File: src/cnn_pkg.sv
package cnn_pkg;

  localparam int UNITS           = 4;
  localparam int WORD_WIDTH_ACC  = 16;
  localparam int MEMBERS         = 6;
  localparam int B_SLOTS         = MEMBERS / 3;  // Mux slots in stage B.
  localparam int KW_MAX          = 3;
  localparam int SW_MAX          = 2;
  localparam int CLR_WIDTH       = 2;
  localparam int BITS_MEMBERS    = 3;
  localparam int BITS_OUT_SHIFT  = 1;
  localparam int USER_BASE_WIDTH = 6;
  localparam int LRELU_SHIFT     = 3;
  localparam int OUT_WIDTH       = 8;
  localparam int OUT_MAX         = 2**(OUT_WIDTH-1) - 1;
  localparam int OUT_MIN         = -(2**(OUT_WIDTH-1));

  typedef logic signed [WORD_WIDTH_ACC-1:0] acc_word_t;
  typedef logic signed [OUT_WIDTH-1:0]      out_word_t;
  typedef logic [CLR_WIDTH-1:0]             clr_t;
  typedef logic [BITS_MEMBERS-1:0]          shift_a_t;
  typedef logic [BITS_OUT_SHIFT-1:0]        shift_b_t;

  typedef acc_word_t [UNITS-1:0]   member_t;
  typedef member_t   [MEMBERS-1:0] bank_t;
  typedef out_word_t [UNITS-1:0]   out_beat_t;

  typedef struct packed {
    logic                       kw2;   // 0 selects k=1, 1 selects k=3.
    logic                       sw_1;  // Stride minus one.
    logic [USER_BASE_WIDTH-3:0] tag;
  } user_base_t;

  typedef struct packed {
    clr_t [MEMBERS-1:0] clr;
    shift_b_t           shift_b;
    shift_a_t           shift_a;
    user_base_t         base;
  } dw_user_in_t;

  typedef struct packed {
    clr_t       clr;
    user_base_t base;
  } dw_user_out_t;

  // Entry of the shift registers in both bank stages.
  typedef struct packed {
    member_t data;
    clr_t    clr;
  } bank_entry_t;

endpackage

File: src/axis_skid.sv
`timescale 1ns/1ps

module axis_skid
  import cnn_pkg::*;
#(
  parameter int DATA_WIDTH = 64
) (
  input  logic                  aclk,
  input  logic                  rst,
  input  logic                  s_valid,
  output logic                  s_ready,
  input  logic [DATA_WIDTH-1:0] s_data,
  input  dw_user_out_t          s_user,
  input  logic                  s_last,
  output logic                  m_valid,
  input  logic                  m_ready,
  output logic [DATA_WIDTH-1:0] m_data,
  output dw_user_out_t          m_user,
  output logic                  m_last
);

  typedef struct packed {
    logic [DATA_WIDTH-1:0] data;
    dw_user_out_t          user;
    logic                  last;
  } beat_t;

  beat_t in_beat;
  beat_t main_q;
  beat_t skid_q;
  logic  skid_valid;
  logic  load_main;

  assign in_beat.data = s_data;
  assign in_beat.user = s_user;
  assign in_beat.last = s_last;

  assign load_main = ~m_valid | m_ready;  // The output register is free this cycle.
  assign s_ready   = ~skid_valid;

  always_ff @(posedge aclk) begin
    if (rst) begin
      m_valid    <= 1'b0;
      skid_valid <= 1'b0;
    end else if (load_main) begin
      m_valid    <= skid_valid | s_valid;
      skid_valid <= 1'b0;
    end else if (s_valid && !skid_valid) begin
      skid_valid <= 1'b1;  // Output is stalled, so the incoming beat parks here.
    end
  end

  always_ff @(posedge aclk) begin
    if (load_main) begin
      main_q <= skid_valid ? skid_q : in_beat;
    end else if (!skid_valid) begin
      skid_q <= in_beat;
    end
  end

  assign m_data = main_q.data;
  assign m_user = main_q.user;
  assign m_last = main_q.last;

endmodule

File: src/axis_dw_bank.sv
`timescale 1ns/1ps

module axis_dw_bank
  import cnn_pkg::*;
(
  input  logic         aclk,
  input  logic         rst,
  input  logic         s_valid,
  output logic         s_ready,
  input  bank_t        s_data,
  input  dw_user_in_t  s_user,
  input  logic         s_last,
  output logic         m_valid,
  input  logic         m_ready,
  output member_t      m_data,
  output dw_user_out_t m_user,
  output logic         m_last
);

  logic b_ready;
  logic slice_ready;

  shift_a_t                  count_a;
  logic                      count_a_last;
  logic                      count_a_en;
  bank_entry_t [MEMBERS-1:0] reg_a;
  bank_entry_t [MEMBERS-1:0] reg_a_in;
  logic                      a_valid;
  logic                      a_last_q;
  logic                      a_last;
  shift_b_t                  a_shift_b;
  user_base_t                a_base;

  shift_b_t                                         count_b;
  logic                                             count_b_last;
  logic                                             count_b_en;
  bank_entry_t [KW_MAX/2:0][SW_MAX-1:0][B_SLOTS-1:0] b_mux;
  bank_entry_t [B_SLOTS-1:0]                        reg_b;
  bank_entry_t [B_SLOTS-1:0]                        reg_b_in;
  logic                                             b_valid;
  logic                                             b_last_q;
  logic                                             b_last;
  user_base_t                                       b_base;
  dw_user_out_t                                     b_user;

  // Stage A steps whenever stage B takes its current bank.
  assign count_a_last = (count_a == '0);
  assign count_a_en   = b_ready & (~count_a_last | s_valid);
  assign s_ready      = b_ready & count_a_last;

  always_comb begin
    if (count_a_last) begin
      for (int m = 0; m < MEMBERS; m++) begin
        reg_a_in[m].data = s_data[m];
        reg_a_in[m].clr  = s_user.clr[m];
      end
    end else begin
      reg_a_in = {reg_a[MEMBERS-2:0], bank_entry_t'('0)};  // Shift up one member.
    end
  end

  always_ff @(posedge aclk) begin
    if (rst) begin
      count_a <= '0;
      a_valid <= 1'b0;
    end else begin
      if (count_a_en) count_a <= count_a_last ? s_user.shift_a : count_a - 1'b1;
      if (s_ready) a_valid <= s_valid;
    end
  end

  always_ff @(posedge aclk) begin
    if (count_a_en) reg_a <= reg_a_in;
    if (s_valid && s_ready) begin
      a_last_q  <= s_last;
      a_shift_b <= s_user.shift_b;
      a_base    <= s_user.base;
    end
  end

  assign a_last = a_last_q & count_a_last;

  assign count_b_last = (count_b == '0);
  assign count_b_en   = slice_ready & (~count_b_last | a_valid);
  assign b_ready      = slice_ready & count_b_last;

  // Kernel geometry mux. With j = k + sw_1, every member at m mod j == j-1 lands in slot m/j.
  always_comb begin
    b_mux          = '0;
    b_mux[0][0][0] = reg_a[MEMBERS-1];
    for (int kw2 = 1; kw2 <= KW_MAX/2; kw2++) begin
      for (int sw_1 = 0; sw_1 < SW_MAX; sw_1++) begin
        for (int m = 0; m < MEMBERS; m++) begin
          if (m % (2*kw2 + 1 + sw_1) == 2*kw2 + sw_1) begin
            b_mux[kw2][sw_1][m / (2*kw2 + 1 + sw_1)] = reg_a[m];
          end
        end
      end
    end
  end

  assign reg_b_in = count_b_last ? b_mux[a_base.kw2][a_base.sw_1]
                                 : {bank_entry_t'('0), reg_b[B_SLOTS-1:1]};

  always_ff @(posedge aclk) begin
    if (rst) begin
      count_b <= '0;
      b_valid <= 1'b0;
    end else begin
      if (count_b_en) count_b <= count_b_last ? a_shift_b : count_b - 1'b1;
      if (b_ready) b_valid <= a_valid;
    end
  end

  always_ff @(posedge aclk) begin
    if (count_b_en) reg_b <= reg_b_in;
    if (a_valid && b_ready) begin
      b_last_q <= a_last;
      b_base   <= a_base;
    end
  end

  assign b_last      = b_last_q & count_b_last;  // Only the final slot of the final A step.
  assign b_user.clr  = reg_b[0].clr;
  assign b_user.base = b_base;

  axis_skid #(
    .DATA_WIDTH ($bits(member_t))
  ) u_slice (
    .aclk    (aclk),
    .rst     (rst),
    .s_valid (b_valid),
    .s_ready (slice_ready),
    .s_data  (reg_b[0].data),
    .s_user  (b_user),
    .s_last  (b_last),
    .m_valid (m_valid),
    .m_ready (m_ready),
    .m_data  (m_data),
    .m_user  (m_user),
    .m_last  (m_last)
  );

endmodule

File: src/lrelu_engine.sv
`timescale 1ns/1ps

module lrelu_engine
  import cnn_pkg::*;
(
  input  logic         aclk,
  input  logic         rst,
  input  logic         s_valid,
  output logic         s_ready,
  input  member_t      s_data,
  input  dw_user_out_t s_user,
  input  logic         s_last,
  output logic         m_valid,
  input  logic         m_ready,
  output out_beat_t    m_data,
  output dw_user_out_t m_user,
  output logic         m_last
);

  out_beat_t relu_data;

  // Negative inputs are scaled down by an arithmetic shift before clipping to int8.
  function automatic out_word_t lrelu_sat(input acc_word_t x);
    acc_word_t y;
    y = x[WORD_WIDTH_ACC-1] ? acc_word_t'(x >>> LRELU_SHIFT) : x;
    if (y > OUT_MAX) return out_word_t'(OUT_MAX);
    if (y < OUT_MIN) return out_word_t'(OUT_MIN);
    return out_word_t'(y);
  endfunction

  always_comb begin
    for (int u = 0; u < UNITS; u++) begin
      relu_data[u] = lrelu_sat(s_data[u]);
    end
  end

  axis_skid #(
    .DATA_WIDTH ($bits(out_beat_t))
  ) u_slice (
    .aclk    (aclk),
    .rst     (rst),
    .s_valid (s_valid),
    .s_ready (s_ready),
    .s_data  (relu_data),
    .s_user  (s_user),
    .s_last  (s_last),
    .m_valid (m_valid),
    .m_ready (m_ready),
    .m_data  (m_data),
    .m_user  (m_user),
    .m_last  (m_last)
  );

endmodule

File: src/acc_out_top.sv
`timescale 1ns/1ps

module acc_out_top
  import cnn_pkg::*;
(
  input  logic         aclk,
  input  logic         rst,
  input  logic         s_valid,
  output logic         s_ready,
  input  bank_t        s_data,
  input  dw_user_in_t  s_user,
  input  logic         s_last,
  output logic         m_valid,
  input  logic         m_ready,
  output out_beat_t    m_data,
  output dw_user_out_t m_user,
  output logic         m_last
);

  logic         mid_valid;
  logic         mid_ready;
  member_t      mid_data;
  dw_user_out_t mid_user;
  logic         mid_last;

  axis_dw_bank u_bank (
    .aclk    (aclk),
    .rst     (rst),
    .s_valid (s_valid),
    .s_ready (s_ready),
    .s_data  (s_data),
    .s_user  (s_user),
    .s_last  (s_last),
    .m_valid (mid_valid),
    .m_ready (mid_ready),
    .m_data  (mid_data),
    .m_user  (mid_user),
    .m_last  (mid_last)
  );

  lrelu_engine u_lrelu (
    .aclk    (aclk),
    .rst     (rst),
    .s_valid (mid_valid),
    .s_ready (mid_ready),
    .s_data  (mid_data),
    .s_user  (mid_user),
    .s_last  (mid_last),
    .m_valid (m_valid),
    .m_ready (m_ready),
    .m_data  (m_data),
    .m_user  (m_user),
    .m_last  (m_last)
  );

endmodule

File: config.mk
export PLATFORM = sky130hd
export DESIGN_NAME = acc_out_top
export DESIGN_NICKNAME = d
export VERILOG_FILES = /design/src/cnn_pkg.sv /design/src/axis_skid.sv /design/src/axis_dw_bank.sv /design/src/lrelu_engine.sv /design/src/acc_out_top.sv
export SDC_FILE = /design/constraint.sdc
export NUM_CORES = 1
export LEC_CHECK = 0
export BUFFER_PORTS_ARGS = -buffer_cell sky130_fd_sc_hd__clkbuf_2
export CAP_MARGIN = 5
export CORE_MARGIN = 2
export CORE_UTILIZATION = 52
export CTS_CLUSTER_DIAMETER = 50
export CTS_CLUSTER_SIZE = 10
export DETAILED_ROUTE_END_ITERATION = 6
export PLACE_DENSITY_LB_ADDON = 0.1
export SLEW_MARGIN = 40
export SYNTH_ARGS = -nofsm -noshare
export SYNTH_HDL_FRONTEND = slang
export SYNTH_SLANG_ARGS = --single-unit
File: constraint.sdc
create_clock -name aclk -period 11.8 [get_ports aclk]
set_clock_uncertainty 0.1 [all_clocks]
set_input_delay 2.36 -clock aclk [delete_from_list [all_inputs] [get_ports aclk]]
set_output_delay 2.36 -clock aclk [all_outputs]
set_load 0.02 [all_outputs]
Word level (Yosys, flattened, before mapping) --
Cells that the tools add are included.
Storage, ports and cells: register bits after elaboration 781, latch bits 0, memory bits (writable) 0, ROM bits 0, input bits 411, output and inout bits 43, logic and storage cells 162, memories 0
Operators by class: $add $sub $neg 2, multiply operators 0, div/mod/pow operators 0, $lt $le $gt $ge 10, equality and inequality tests 0, shift-type cells 0, muxes and demuxes 42, bitwise operators 18, reductions and logical operators 9
Operators by type and width (count):
- $mux W396 | 1
- $mux W132 | 2
- $mux W264 | 1
- $mux W198 | 1
- $mux W8 | 16
- $mux W73 | 1
- $mux W66 | 1
- $gt A16 B8 Y1 const B | 4
- $lt A16 B8 Y1 const B | 4
- $mux W16 | 4
- $mux W41 | 1
- $mux W1 | 13
- $and A1 B1 Y1 | 6
- $not A1 Y1 | 6
- $or A1 B1 Y1 | 6
- $logic_and A1 B1 Y1 | 4
- $lt A1 B2 Y1 const B | 2
- $reduce_or A2 Y1 | 2
- $logic_not A3 Y1 | 1
- $mux W3 | 1
- $sub A3 B1 Y3 const B | 1
- $logic_not A1 Y1 | 2
- $sub A1 B1 Y1 const B | 1

Depth between registers and ports, before layout --
word-level depth 7, depth in mapped cells 8, depth with buffers taken out 5

Modules after synthesis --
From an unflattened synthesis, not the netlist that was laid out.
Unflattened totals: cells, all modules 2586, area total of the unflattened synthesis 33128.0 um^2
Modules (own cells, without submodules):
- axis_dw_bank | instances 1, cells each 2102, area an instance 23637.7 um^2, sequential area each 16425.8 um^2
- axis_skid at u_bank.u_slice | instances 1, cells each 235, area an instance 5536.6 um^2, sequential area each 4424.2 um^2
- axis_skid at u_lrelu.u_slice | instances 1, cells each 136, area an instance 3225.6 um^2, sequential area each 2502.4 um^2
- lrelu_engine | instances 1, cells each 113, area an instance 728.2 um^2, sequential area each 0.0 um^2

Worst setup path after synthesis --
Ideal clock, no wire load.
path kind input port to flip-flop, from input s_valid, to register u_bank.reg_a (netlist bit u_bank.b_mux[0]), enable pin, library setup time 0.797 ns, arrival 11.114 ns, data required time 10.903 ns, slack -0.211 ns, stages 1, buffers on the path 0, cells stage by stage o21a_1
On the way: longest elaborated chain between the ends 2
Ends and longest elaborated chain:
- from (decl) | RTL line acc_out_top.sv:8 | input logic s_valid,
- $or A1 B1 Y1 | RTL line axis_dw_bank.sv:48 | assign count_a_en = b_ready & (~count_a_last | s_valid);
- $and A1 B1 Y1 | RTL line axis_dw_bank.sv:48
- to (signal assigned) | RTL line axis_dw_bank.sv:73 | if (count_a_en) reg_a <= reg_a_in;
- to (decl) | RTL line axis_dw_bank.sv:26 | bank_entry_t [MEMBERS-1:0] reg_a;
Every way passes these cells. A chain may end at the register's enable or synchronous reset.

Final worst setup path --
from register u_bank.count_a[1], to output s_ready
On the way: longest elaborated chain between the ends 2
Ends and longest elaborated chain:
- from (decl) | RTL line axis_dw_bank.sv:23 | shift_a_t count_a;
- from (signal assigned) | RTL line axis_dw_bank.sv:67 | if (count_a_en) count_a <= count_a_last ? s_user.shift_a : count_a - 1'b1;
- $logic_not A3 Y1 | RTL line axis_dw_bank.sv:47 | assign count_a_last = (count_a == '0);
- $and A1 B1 Y1 | RTL line axis_dw_bank.sv:49 | assign s_ready = b_ready & count_a_last;
- to (decl) | RTL line acc_out_top.sv:9 | output logic s_ready,
Every way passes these cells.

==> run_results.csv <==
group,metric,value,unit
status,status,"finished clean",
clock_tree,cts_tree,"yes",
clock_tree,cts.sinks,781,
sta,rsz0062_at_grt,"false",
worst_setup_path,cpMaxStageDelayCell,"nand2b_4",
yosys,syn_avg_cell_area,12.7,µm²
detailed_routing,vias,19800,
yosys,yosysTopAreaCellShare,0.714,
clock_tree,cts_resized,0,
place,gp_congestion,0.931,
yosys,ys_seq_area_frac,0.720,
worst_setup_path,arrival,2.52,ns
detailed_routing,drtPass1Iterations,5,
worst_setup_path,critPathMaxFanout,73,
floorplan,core,61700,µm²
cells_and_area,final_cells,3862,
clock_tree,post-cts-setup-buffers,0,
yosys,ys_ff_latch,781,
yosys,synth_cell_types,40,
global_routing,antenna_found_initial,27,
worst_setup_path,cp_data_required_time,9.34,ns
cells_and_area,final_cell_mix,"nand2_1 (1070), edfxtp_1 (771), clkbuf_2 (453), mux2_2 (150), and2_1 (134)",
floorplan,dieArea,64400,µm²
floorplan,die_height,254,µm
pwr,seqPwrFrac,0.486,
sta,drv_slew,0,
sta,post-route-min-period,4.98,ns
detailed_routing,ant_nets,0,
clock_tree,cts_buffers,91,
run,cap_violations,0,
global_routing,grt_pass1_vias,19400,
sta,tns,0,ns
yosys,syn-num-nets,2959,
sta,whs,0.319,ns
cells_and_area,drive_above_1_share,0.250,
sta,worst_pin_slew,0.788,ns
worst_setup_path,worst_setup_path_end_kind,"output port",
pwr,ir_drop,302,µV
place,numPortBuffers,453,
detailed_routing,drc,0,
sta,max_freq,201,MHz
detailed_routing,wl,74900,µm
detailed_routing,drt_iter0_markers,1565,
yosys,netlist_area,32400,µm²
worst_setup_path,cpPeakStageDelay,0.54,ns
place,dp.cells,3715,
detailed_routing,vias_per_cell,5.11,
pwr,clock_power_share,0.240,
worst_setup_path,start_kind,"register",
clock_tree,hold_buffers,0,
worst_setup_path,crit_chain,"inv_1 -> ha_1 -> nand2b_4 -> buf_12 -> nor2_1 -> clkbuf_2",
clock_tree,h-tree-depth,3,
detailed_routing,drt-wirelength-per-cell,19.4,µm
clock_tree,path_clk_slew,0.06,ns
global_routing,grt_overflow,0,
clock_tree,insertion_delay,0.62,ns
floorplan,start_util,0.526,
pwr,internal_power,6960,µW
pwr,power_density,270,nW/µm²
yosys,synth_warnings,0,
floorplan,num_rows,91,
worst_hold_path,hold_class,"reg2reg",
cells_and_area,n_fill_cell,4955,
worst_setup_path,critPathBufInv,3,
pwr,comb_power_share,0.274,
pwr,p_switching,3290,µW
sta,hold_viol_final,0,
yosys,yosysTopAreaCell,"edfxtp_1",
sta,min_period_over_period,0.422,
cells_and_area,area_growth,17.2,%
global_routing,track_usage,0.235,
worst_setup_path,critical_path.top_delay_family,"simple AND/OR/NAND/NOR gates",
cells_and_area,layout.nets,3386,
worst_setup_path,r2r_slack,7.71,ns
floorplan,io_pins,454,
sta,setup-violations-final,0,
clock_tree,cts_root_buf,"clkbuf_16",
clock_tree,cts_buffer_depth,3,
global_routing,grt_pass1_wl,114000,µm
pwr,p_sw_frac,0.321,
global_routing,grt_max_degree,153,
yosys,synthCells,2546,
cells_and_area,final_common_cell,"nand2_1",
yosys,ys_top_cells_by_area,"edfxtp_1 (71%), nand2_1 (12%), mux2_2 (5.2%)",
worst_setup_path,worstSetupPathType,"reg2out",
floorplan,fp.dieW,254,µm
place,postPlaceCellArea,35400,µm²
pwr,leakage,0.0157,µW
sta,max-slew-margin-rel,0.475,
cells_and_area,design_area,38000,µm²
place,dp_hpwl,52500,µm
## layer usage
metal  GRT usage  wire, µm
met1       0.341     33500
met5           0       204
met3      0.0609      5340
met2       0.343     33600
met4      0.0857      2320
## power groups by stage
stage | Sequential [µW] | Combinational [µW] | Clock [µW]
floorplan | 5060 | 1980 | 0
global placement | 5000 | 2690 | 0
detailed placement | 5030 | 2800 | 0
CTS | 4980 | 2810 | 2510
global route | 5090 | 3180 | 2620
finish | 4980 | 2810 | 2460
## synth_stat cells
library cell  number
nor3_1             2
a221o_1            1
buf_2             91
a311oi_1           1
nor4_1             9
nor4_4             3
clkbuf_2           4
and3_1             1
a22o_1            22
o21ai_0           35
ha_1               2
a211o_1           28
nand3_1            6
buf_6              6
mux2_2           150
nor2_2             1
nand2_1         1071
o21ai_1           40
nand2b_1          11
nand4b_1           1
buf_1             10
nor3b_2            1
a31oi_1            1
dfxtp_1           10
buf_4              3
a21boi_1           1
edfxtp_1         771
a211oi_2           1
a22oi_1           66
mux2_1             1
nor2_1            12
or2_4              1
a21oi_1            5
clkbuf_1          28
a21boi_2           2
o21a_1             1
and2_1           134
inv_1              9
nor2b_1            2
a211oi_1           2
## cell type report
cell class                      instances  area (µm²)  share of cell area
Timing Repair Buffer                  476        2610              0.0687
Sequential cell                       781       23400               0.615
Antenna cell                           11        27.5            0.000724
Tap cell                              837        1050              0.0275
Inverter                                9        35.0            0.000922
Clock buffer                          118        2390              0.0628
Multi-Input combinational cell       1614        8400               0.221
Clock inverter                         16         144             0.00379
## through the flow
stage               total power [µW]  setup WS, ns  utilization
floorplan                       7040          3.88            -
global placement                7690          6.31        0.571
detailed placement              7830          6.40        0.574
CTS                            10300          6.79        0.615
global route                   10900          6.65        0.616
finish                         10300          6.82        0.616
## worst paths after layout
kind                                  start                           to  cells after the start
min              u_bank.a_base[0]$_DFFE_PP_   u_bank.b_base[0]$_DFFE_PP_                      0
min reg2reg      u_bank.a_base[0]$_DFFE_PP_   u_bank.b_base[0]$_DFFE_PP_                      0
max          u_bank.count_a[1]$_SDFFE_PP0P_                      s_ready                      6
max reg2reg  u_bank.count_a[1]$_SDFFE_PP0P_  u_bank.reg_a[117]$_DFFE_PP_                      8
## kinds of logic (layout without fill, tap and decap cells)
family / count (synthesis) / after routing / synth area share
multiplexers: 151 / 151 / 0.0524
AND/OR/NAND/NOR: 1255 / 1255 / 0.160
AO/OA/AOI/OAI: 206 / 206 / 0.0439
other: 0 / 11 / 0
adder cells (fa/ha/maj): 2 / 2 / 0.000771
flip-flops: 781 / 781 / 0.720
buffers and inverters: 151 / 619 / 0.0229
## state kept, by name, indices dropped and copies added (netlist names), 2 cells and up
name                    cells
u_lrelu.u_slice.m_user      8
u_bank.reg_a              198
u_bank.b_user               2
u_bank.b_base               6
u_bank.u_slice.m_user       8
u_bank.u_slice.skid_q      73
u_bank.a_base               6
u_bank.count_a              3
u_bank.u_slice.m_data      64
u_lrelu.u_slice.skid_q     41
u_lrelu.u_slice.m_data     32
u_bank.reg_b              130
u_bank.b_mux              198
(Power assumes the default switching activity.)
